$ cat src/rtl/rob_pkg.sv
package rob_pkg;

  // address field widths of a read tag
  localparam int CH_W  = 2;
  localparam int BK_W  = 4;
  localparam int ROW_W = 14;
  localparam int COL_W = 6;

  // response payload width
  localparam int DATA_W = 64;

  // defaults handed down by the top level
  localparam int DEF_SLOTS      = 16;
  localparam int DEF_FIFO_DEPTH = 4;

  // fill index is sized for up to 256 slots
  localparam int FILL_IDX_W = 8;

  typedef enum logic [1:0] {
    READ     = 2'd0,
    READ_SBK = 2'd1,
    READ_MAC = 2'd2,
    READ_AF  = 2'd3
  } rd_op_e;

  typedef struct packed {
    logic [CH_W-1:0]  ch;
    logic [BK_W-1:0]  bk;
    logic [ROW_W-1:0] row;
    logic [COL_W-1:0] col;
  } rd_tag_t;

  typedef struct packed {
    rd_tag_t tag;
    rd_op_e  op;
  } rd_req_t;

  typedef struct packed {
    rd_tag_t           tag;
    logic [DATA_W-1:0] data;
  } rd_resp_t;

  // matched response on its way into the data memory
  typedef struct packed {
    logic [FILL_IDX_W-1:0] idx;
    logic [DATA_W-1:0]     data;
  } rob_fill_t;

  typedef struct packed {
    rd_op_e            op;
    logic [DATA_W-1:0] data;
  } rob_out_t;

endpackage

$ cat src/rtl/reorder_engine.sv
`timescale 1ns/1ns

module reorder_engine
  import rob_pkg::*;
#(
  parameter int NUM_SLOTS  = DEF_SLOTS,
  parameter int FIFO_DEPTH = DEF_FIFO_DEPTH
) (
  input  logic     clk,
  input  logic     rst,
  // read requests
  input  logic     i_req_valid,
  input  rd_req_t  i_req,
  output logic     o_req_rdy,
  // read responses, out of order
  input  logic     i_resp_valid,
  input  rd_resp_t i_resp,
  output logic     o_resp_rdy,
  // in-order release
  output logic     o_axi_valid,
  output rob_out_t o_axi_pkt,
  input  logic     i_axi_rdy,
  output logic     o_pgen_valid,
  output rob_out_t o_pgen_pkt,
  input  logic     i_pgen_rdy
);

  logic                         head_valid;
  rd_resp_t                     head;
  logic                         pop;
  logic                         fill_valid;
  rob_fill_t                    fill;
  logic                         oldest_filled;
  logic [$clog2(NUM_SLOTS)-1:0] oldest_idx;
  rd_op_e                       oldest_op;
  logic                         retire;

  rob_resp_fifo #(
    .FIFO_DEPTH (FIFO_DEPTH)
  ) u_resp_fifo (
    .clk          (clk),
    .rst          (rst),
    .i_push       (i_resp_valid),
    .i_data       (i_resp),
    .o_full_n     (o_resp_rdy),
    .o_head_valid (head_valid),
    .o_head       (head),
    .i_pop        (pop)
  );

  rob_req_table #(
    .NUM_SLOTS (NUM_SLOTS)
  ) u_req_table (
    .clk             (clk),
    .rst             (rst),
    .i_req_valid     (i_req_valid),
    .i_req           (i_req),
    .o_req_rdy       (o_req_rdy),
    .i_head_valid    (head_valid),
    .i_head          (head),
    .o_pop           (pop),
    .o_fill_valid    (fill_valid),
    .o_fill          (fill),
    .o_oldest_filled (oldest_filled),
    .o_oldest_idx    (oldest_idx),
    .o_oldest_op     (oldest_op),
    .i_retire        (retire)
  );

  rob_retire #(
    .NUM_SLOTS (NUM_SLOTS)
  ) u_retire (
    .clk             (clk),
    .rst             (rst),
    .i_fill_valid    (fill_valid),
    .i_fill          (fill),
    .i_oldest_filled (oldest_filled),
    .i_oldest_idx    (oldest_idx),
    .i_oldest_op     (oldest_op),
    .o_retire        (retire),
    .o_axi_valid     (o_axi_valid),
    .o_axi_pkt       (o_axi_pkt),
    .i_axi_rdy       (i_axi_rdy),
    .o_pgen_valid    (o_pgen_valid),
    .o_pgen_pkt      (o_pgen_pkt),
    .i_pgen_rdy      (i_pgen_rdy)
  );

endmodule

$ cat src/rtl/rob_req_table.sv
`timescale 1ns/1ns

module rob_req_table
  import rob_pkg::*;
#(
  parameter int NUM_SLOTS = DEF_SLOTS
) (
  input  logic                         clk,
  input  logic                         rst,
  // request side
  input  logic                         i_req_valid,
  input  rd_req_t                      i_req,
  output logic                         o_req_rdy,
  // response fifo head
  input  logic                         i_head_valid,
  input  rd_resp_t                     i_head,
  output logic                         o_pop,
  // fill toward data memory
  output logic                         o_fill_valid,
  output rob_fill_t                    o_fill,
  // oldest slot status
  output logic                         o_oldest_filled,
  output logic [$clog2(NUM_SLOTS)-1:0] o_oldest_idx,
  output rd_op_e                       o_oldest_op,
  input  logic                         i_retire
);

  localparam int IDX_W = $clog2(NUM_SLOTS);
  localparam int CNT_W = $clog2(NUM_SLOTS + 1);

  rd_tag_t              slot_tag [NUM_SLOTS];
  rd_op_e               slot_op  [NUM_SLOTS];
  logic [NUM_SLOTS-1:0] pending;
  logic [NUM_SLOTS-1:0] filled;
  logic [IDX_W-1:0]     oldest_ptr;
  logic [IDX_W-1:0]     empty_ptr;
  logic [CNT_W-1:0]     count;
  logic                 alloc;
  logic [NUM_SLOTS-1:0] hit;
  logic                 match;
  logic [IDX_W-1:0]     match_idx;

  function automatic logic [IDX_W-1:0] next_slot(input logic [IDX_W-1:0] idx);
    if (idx == IDX_W'(NUM_SLOTS - 1)) begin
      return '0;
    end
    return idx + 1'b1;
  endfunction

  // exact full test
  assign o_req_rdy = (count < CNT_W'(NUM_SLOTS));
  assign alloc     = i_req_valid && o_req_rdy;

  // slots still waiting for data with the head's tag
  always_comb begin
    for (int i = 0; i < NUM_SLOTS; i++) begin
      hit[i] = pending[i] && !filled[i] && (slot_tag[i] == i_head.tag);
    end
  end

  // walk from youngest offset back to oldest so the oldest hit wins
  always_comb begin
    int unsigned pos;
    match     = 1'b0;
    match_idx = '0;
    for (int k = NUM_SLOTS - 1; k >= 0; k--) begin
      pos = int'(oldest_ptr) + k;
      if (pos >= NUM_SLOTS) begin
        pos = pos - NUM_SLOTS;
      end
      if (hit[pos]) begin
        match     = 1'b1;
        match_idx = IDX_W'(pos);
      end
    end
    match = match && i_head_valid;
  end

  // head leaves every cycle it is presented, matched or not
  assign o_pop        = i_head_valid;
  assign o_fill_valid = match;
  assign o_fill.idx   = FILL_IDX_W'(match_idx);
  assign o_fill.data  = i_head.data;

  assign o_oldest_filled = filled[oldest_ptr];
  assign o_oldest_idx    = oldest_ptr;
  assign o_oldest_op     = slot_op[oldest_ptr];

  always_ff @(posedge clk) begin
    if (alloc) begin
      slot_tag[empty_ptr] <= i_req.tag;
      slot_op[empty_ptr]  <= i_req.op;
    end
  end

  always_ff @(posedge clk or posedge rst) begin
    if (rst) begin
      pending    <= '0;
      filled     <= '0;
      oldest_ptr <= '0;
      empty_ptr  <= '0;
      count      <= '0;
    end else begin
      if (match) begin
        filled[match_idx] <= 1'b1;
      end
      // retire frees the oldest slot
      if (i_retire) begin
        pending[oldest_ptr] <= 1'b0;
        filled[oldest_ptr]  <= 1'b0;
        oldest_ptr          <= next_slot(oldest_ptr);
      end
      if (alloc) begin
        pending[empty_ptr] <= 1'b1;
        empty_ptr          <= next_slot(empty_ptr);
      end
      case ({alloc, i_retire})
        2'b10:   count <= count + 1'b1;
        2'b01:   count <= count - 1'b1;
        default: count <= count;
      endcase
    end
  end

  // count and ring pointers agree with the slot flags
  a_alloc_free_slot: assert property (@(posedge clk) disable iff (rst)
    alloc |-> !pending[empty_ptr] && !filled[empty_ptr])
    else $error("allocation into an occupied slot");

  a_retire_filled: assert property (@(posedge clk) disable iff (rst)
    i_retire |-> o_oldest_filled)
    else $error("retire of an oldest slot without data");

endmodule

$ cat src/rtl/rob_resp_fifo.sv
`timescale 1ns/1ns

module rob_resp_fifo
  import rob_pkg::*;
#(
  parameter int FIFO_DEPTH = DEF_FIFO_DEPTH
) (
  input  logic     clk,
  input  logic     rst,
  input  logic     i_push,
  input  rd_resp_t i_data,
  output logic     o_full_n,
  output logic     o_head_valid,
  output rd_resp_t o_head,
  input  logic     i_pop
);

  localparam int PTR_W = (FIFO_DEPTH > 1) ? $clog2(FIFO_DEPTH) : 1;
  localparam int CNT_W = $clog2(FIFO_DEPTH + 1);

  rd_resp_t         mem [FIFO_DEPTH];
  logic [PTR_W-1:0] wr_ptr;
  logic [PTR_W-1:0] rd_ptr;
  logic [CNT_W-1:0] count;
  logic             push_ok;
  logic             pop_ok;

  // ring pointer step, wraps at the last entry
  function automatic logic [PTR_W-1:0] ptr_inc(input logic [PTR_W-1:0] ptr);
    if (ptr == PTR_W'(FIFO_DEPTH - 1)) begin
      return '0;
    end
    return ptr + 1'b1;
  endfunction

  assign o_full_n     = (count != CNT_W'(FIFO_DEPTH));
  assign o_head_valid = (count != '0);
  assign o_head       = mem[rd_ptr];

  // push is qualified here, the source only drives valid
  assign push_ok = i_push && o_full_n;
  assign pop_ok  = i_pop && o_head_valid;

  always_ff @(posedge clk) begin
    if (push_ok) begin
      mem[wr_ptr] <= i_data;
    end
  end

  always_ff @(posedge clk or posedge rst) begin
    if (rst) begin
      wr_ptr <= '0;
      rd_ptr <= '0;
      count  <= '0;
    end else begin
      if (push_ok) begin
        wr_ptr <= ptr_inc(wr_ptr);
      end
      if (pop_ok) begin
        rd_ptr <= ptr_inc(rd_ptr);
      end
      case ({push_ok, pop_ok})
        2'b10:   count <= count + 1'b1;
        2'b01:   count <= count - 1'b1;
        default: count <= count;
      endcase
    end
  end

  // the table must only pop a presented head
  a_pop_not_empty: assert property (@(posedge clk) disable iff (rst)
    i_pop |-> o_head_valid)
    else $error("response fifo popped while empty");

endmodule

$ cat src/rtl/rob_retire.sv
`timescale 1ns/1ns

module rob_retire
  import rob_pkg::*;
#(
  parameter int NUM_SLOTS = DEF_SLOTS
) (
  input  logic                         clk,
  input  logic                         rst,
  // fill from the table
  input  logic                         i_fill_valid,
  input  rob_fill_t                    i_fill,
  // oldest slot status
  input  logic                         i_oldest_filled,
  input  logic [$clog2(NUM_SLOTS)-1:0] i_oldest_idx,
  input  rd_op_e                       i_oldest_op,
  output logic                         o_retire,
  // AXI bridge port
  output logic                         o_axi_valid,
  output rob_out_t                     o_axi_pkt,
  input  logic                         i_axi_rdy,
  // packet generator port
  output logic                         o_pgen_valid,
  output rob_out_t                     o_pgen_pkt,
  input  logic                         i_pgen_rdy
);

  localparam int IDX_W = $clog2(NUM_SLOTS);

  logic [DATA_W-1:0] data_mem [NUM_SLOTS];
  rob_out_t          out_pkt;
  logic              out_valid;
  // set when the held word belongs to the packet generator
  logic              out_pgen;
  logic              out_taken;
  logic              load;

  assign out_taken = out_valid && (out_pgen ? i_pgen_rdy : i_axi_rdy);

  // refill on the same edge the current word leaves
  assign load     = i_oldest_filled && (!out_valid || out_taken);
  assign o_retire = load;

  always_ff @(posedge clk) begin
    if (i_fill_valid) begin
      data_mem[i_fill.idx[IDX_W-1:0]] <= i_fill.data;
    end
  end

  always_ff @(posedge clk) begin
    if (load) begin
      out_pkt.op   <= i_oldest_op;
      out_pkt.data <= data_mem[i_oldest_idx];
    end
  end

  always_ff @(posedge clk or posedge rst) begin
    if (rst) begin
      out_valid <= 1'b0;
      out_pgen  <= 1'b0;
    end else if (load) begin
      out_valid <= 1'b1;
      // plain reads go to the AXI bridge
      out_pgen  <= (i_oldest_op != READ);
    end else if (out_taken) begin
      out_valid <= 1'b0;
    end
  end

  assign o_axi_valid  = out_valid && !out_pgen;
  assign o_pgen_valid = out_valid && out_pgen;
  assign o_axi_pkt    = out_pkt;
  assign o_pgen_pkt   = out_pkt;

  // a stalled word waits unchanged on its port
  a_axi_hold: assert property (@(posedge clk) disable iff (rst)
    o_axi_valid && !i_axi_rdy |=> o_axi_valid && $stable(o_axi_pkt))
    else $error("axi word changed before transfer");

  a_pgen_hold: assert property (@(posedge clk) disable iff (rst)
    o_pgen_valid && !i_pgen_rdy |=> o_pgen_valid && $stable(o_pgen_pkt))
    else $error("pgen word changed before transfer");

endmodule

$ cat config.mk
export PLATFORM = sky130hd
export DESIGN_NAME = reorder_engine
export DESIGN_NICKNAME = d
export VERILOG_FILES = /design/src/rtl/rob_pkg.sv /design/src/rtl/reorder_engine.sv /design/src/rtl/rob_req_table.sv /design/src/rtl/rob_resp_fifo.sv /design/src/rtl/rob_retire.sv
export SDC_FILE = /design/constraint.sdc
export NUM_CORES = 2
export LEC_CHECK = 0
export BUFFER_PORTS_ARGS = -buffer_cell sky130_fd_sc_hd__clkbuf_2
export CAP_MARGIN = 10
export CORE_MARGIN = 5
export CORE_UTILIZATION = 55
export CTS_BUF_LIST = sky130_fd_sc_hd__clkbuf_8 sky130_fd_sc_hd__clkbuf_16
export DETAILED_ROUTE_END_ITERATION = 12
export PLACE_DENSITY = 0.77
export SKIP_CTS_REPAIR_TIMING = 1
export SYNTH_ARGS = -nofsm -noshare
export SYNTH_HDL_FRONTEND = slang
export SYNTH_SLANG_ARGS = --single-unit
$ cat constraint.sdc
create_clock -name clk -period 10.2 [get_ports clk]
set_input_delay 2.55 -clock clk [delete_from_list [all_inputs] [get_ports clk]]
set_output_delay 2.55 -clock clk [all_outputs]
set_load 0.05 [all_outputs]
==> results_dict.tcl <==
set metrics [dict create \
    slowest_stage "dfrtp_4" \
    p_per_area_mw_per_mm2 238 \
    critPathRequiredTime_ns 10.64 \
    syn_inst 4433 \
    path_class "reg2reg" \
    setup_tns_ns 0 \
    coreArea_mm2 0.149 \
    p_sw_uw 6690 \
    final_core_util 0.614 \
    ys.flop_type "edfxtp_1" \
    die-width_um 397 \
    fin_crit_ns 8.73 \
    io_pins 260 \
    synth_enable_flop_cells 1898 \
    stdcell_area_mm2 0.0918 \
    drc 0 \
    r2r_start "u_resp_fifo.rd_ptr[1]$_DFFE_PP0N_" \
    cp-end-kind "flip-flop" \
    syn_area_per_cell_um2 18.6 \
    grt_max_degree 73 \
    nets 4858 \
    syn-cell-area_mm2 0.0824 \
    pre_cts_ws_ns 1.89 \
    setup_viol 0 \
    peakVddDrop_mv 0.289 \
    finalHoldViolations 0 \
    synthTopCellsByArea "edfxtp_1 (69%), mux4_2 (12%), xnor2_1 (3.6%), dfrtp_1 (1.6%), xor2_1 (1.0%)" \
    syn_nets 4586 \
    die_area_mm2 0.158 \
    syn2layout_area_growth_pct 11.4 \
    regArea_mm2 0.0584 \
    yosysSeqAreaShare 0.708 \
    placed_cell_area_mm2 0.0857 \
    numCtsBuffers 188 \
    synth_cell_types 113 \
    crit_chain "buf_4 -> mux4_2 -> buf_4 -> xnor2_1 -> nand2_1 -> nor4_1 -> nand4_1 -> nor2_1 -> o211ai_1 -> nor4_1 -> mux2i_1 -> nand3_1 -> o41ai_1 -> nor2_1 -> nand4b_1 -> inv_4 -> buf_4" \
    min_to "u_req_table.pending[0]$_DFF_PP0_" \
    path_buf_inv 4 \
    routabilityCongestion 1.02 \
    synth_top_cells_by_count "edfxtp_1 (1898), mux4_2 (429), xnor2_1 (341), nand2_1 (150), nor2_1 (111)" \
    finalWorstSetupSlack_ns 1.47 \
    path_max_fanout 50 \
    synth_seq_cells 1952 \
    vias 46200 \
    pwr-share-clk 0.311 \
    rr_worst_depth 17 \
    drive_gt1_frac 0.246 \
    post-dp-hpwl_um 140000 \
    async_reset_ff_frac 0.0277 \
    tightest_slew_ns 1.32 \
    sequentialPowerShare 0.465 \
    cts_tree "done" \
    via_per_inst 6.71 \
    slowest_delay_ns 1.00 \
    fmax_ghz 0.115 \
    status "complete, no violations" \
    hold_path_depth 1 \
    synth_top_area_cell "edfxtp_1" \
    std_cell_rows 142 \
    grtUsageTotal 0.295 \
    relSlewSlack 0.115 \
    synth.top_cell.area_share 0.692 \
    cp_top_family "simple AND/OR/NAND/NOR gates" \
    routedWlPerCell_um 33.9 \
    grt_antenna_before_repair 13 \
    yosys_warnings 0 \
    clk_pin_slew_worst_paths_ns 0.06 \
    finClkSkew_ns 0.100 \
    critPathArrivalTime_ns 9.17 \
    grt_pass1_wl_um 332000 \
    holdCritPathClass "reg2reg" \
    clkLatencyLatePin_ns 0.87 \
    r2r_slack_ns 1.47 \
    r2r_end "u_retire.data_mem[8][13]$_DFFE_PP_" \
    cts_root_buf "clkbuf_16" \
    rsz0062_at_grt "false" \
    fillCellCount 10100 \
    switching_share 0.306 \
    io_buffers 259 \
    hold_start "u_req_table.pending[0]$_DFF_PP0_" \
    startpoint_type "flip-flop" \
    final_antenna_net_count 0 \
    crit_path_frequent_cell "buf_4" \
    p_comb_frac 0.223 \
    multi_input_area_mm2 0.0225 \
    wl_um 234000 \
    p_leak_uw 0.0301 \
    maxCapViolCount 0 \
    cts_max_path_buffers 3 \
    start_util 0.551 \
    die_h_um 397 \
    cts_sinks 1952 \
    yosys.cell_count.top_type "edfxtp_1" \
    slew_viol_final 0 \
    drt_iter0_markers 6929 \
    internal_power_uw 15100 \
    grt-ovfl-total 0 \
    min_period_over_period 0.856 \
    first_pass_iters 6 \
    grt_pass1_vias 45400 \
    cts-htree-levels 4 \
]
## per-stage QoR
step           hold slack (ns)  total power (uW)  instances
2_1_floorplan            0.441             13400       4433
3_3_place_gp             0.451             14900       6531
3_5_place_dp             0.460             15100       6531
4_1_cts                  0.473             21800       6875
5_1_grt                  0.491             22500       6875
6_report                 0.472             21800       6882
## how the worst max path moves through the flow
stage | startpoint | end | slack (ns) | depth (start not counted)
after floorplan | u_resp_fifo.rd_ptr[0]$_DFFE_PP0N_ | u_retire.data_mem[3][0]$_DFFE_PP_ | 1.80 | 17
after global placement | u_resp_fifo.rd_ptr[1]$_DFFE_PP0N_ | u_retire.data_mem[7][49]$_DFFE_PP_ | 1.92 | 17
after detailed placement | u_resp_fifo.rd_ptr[1]$_DFFE_PP0N_ | u_retire.data_mem[7][33]$_DFFE_PP_ | 1.89 | 17
after CTS | u_resp_fifo.rd_ptr[1]$_DFFE_PP0N_ | u_retire.data_mem[8][13]$_DFFE_PP_ | 1.77 | 17
after global routing | u_resp_fifo.rd_ptr[0]$_DFFE_PP0N_ | u_retire.data_mem[6][41]$_DFFE_PP_ | 1.20 | 16
final | u_resp_fifo.rd_ptr[1]$_DFFE_PP0N_ | u_retire.data_mem[8][13]$_DFFE_PP_ | 1.47 | 17
## worst register-to-register path, delay by kind of cell, from the launching register on
family                 cells  cell delay [ns]
AND/OR/NAND/NOR            8             3.69
buffers and inverters      4             1.88
flip-flops                 1             1.00
multiplexers               2             0.98
AO/OA/AOI/OAI              2             0.41
XOR/XNOR                   1             0.33
## power by group through the flow
stage               registers [uW]  clock network, uW  logic [uW]
global placement             10300                  0        4630
finish                       10200               6790        4880
global route                 10200               7220        5060
floorplan                    10200                  0        3190
CTS                          10200               6850        4770
detailed placement           10300                  0        4740
## kinds of logic (layout without fill, tap and decap cells)
| family | after synthesis | count (layout) | share of synthesized area |
|---|---|---|---|
| muxes | 529 | 529 | 0.131 |
| other | 0 | 7 | 0 |
| adders and majority gates | 29 | 29 | 0.00459 |
| AOI/OAI and AO/OA | 454 | 454 | 0.0426 |
| xor gates and xnor gates | 440 | 440 | 0.0470 |
| and+or+nand+nor | 691 | 691 | 0.0454 |
| DFF | 1952 | 1952 | 0.708 |
| buffers and inverters | 338 | 764 | 0.0216 |
## sequential cells by signal, summed over array words and instances (netlist names)
register	count
u_resp_fifo.wr_ptr	2
u_req_table.slot_op	32
u_resp_fifo.mem	360
u_resp_fifo.count	3
u_req_table.slot_tag	416
u_req_table.pending	16
u_retire.data_mem	1024
u_retire.o_axi_pkt	66
u_req_table.o_oldest_idx	4
u_req_table.filled	16
u_resp_fifo.rd_ptr	2
u_retire.out_valid	1
u_req_table.count	5
u_req_table.empty_ptr	4
u_retire.out_pgen	1
## cells in the final DEF, fill, tap and decap left out, types with 20 or more instances in the layout
| cell type | count |
|---|---|
| xor2_1 | 96 |
| nand3_1 | 74 |
| nand2b_1 | 31 |
| clkinv_2 | 27 |
| clkbuf_2 | 259 |
| edfxtp_1 | 1898 |
| nor3_1 | 52 |
| a21oi_1 | 52 |
| clkinv_1 | 46 |
| xnor2_1 | 340 |
| inv_1 | 93 |
| mux4_2 | 429 |
| nand2_1 | 150 |
| a21o_1 | 23 |
| dfrtp_1 | 49 |
| nand4_1 | 84 |
| a22oi_1 | 20 |
| nor2_1 | 98 |
| nor2b_1 | 22 |
| nor4_1 | 30 |
| buf_4 | 95 |
| mux2i_1 | 58 |
| o22ai_1 | 31 |
| o21ai_0 | 63 |
| o211ai_1 | 21 |
| ha_1 | 27 |
| a211oi_1 | 20 |
| mux2_2 | 23 |
| clkbuf_16 | 189 |
| and3_1 | 30 |
## final cells by class
| class | count | area share |
|---|---|---|
| antenna | 7 | 0.000191 |
| clock buffer | 190 | 0.0517 |
| clock inverter | 154 | 0.0143 |
| inverter | 60 | 0.00267 |
| multi-input combinational | 2143 | 0.245 |
| sequential | 1952 | 0.636 |
| tap | 2016 | 0.0275 |
| timing repair buffer | 360 | 0.0232 |
## metal layers
layer	GRT usage	part of all wire
met3	0.0664	0.11
met2	0.467	0.48
met1	0.405	0.37
met4	0.113	0.043
met5	0	0
(Power assumes the default switching activity.)
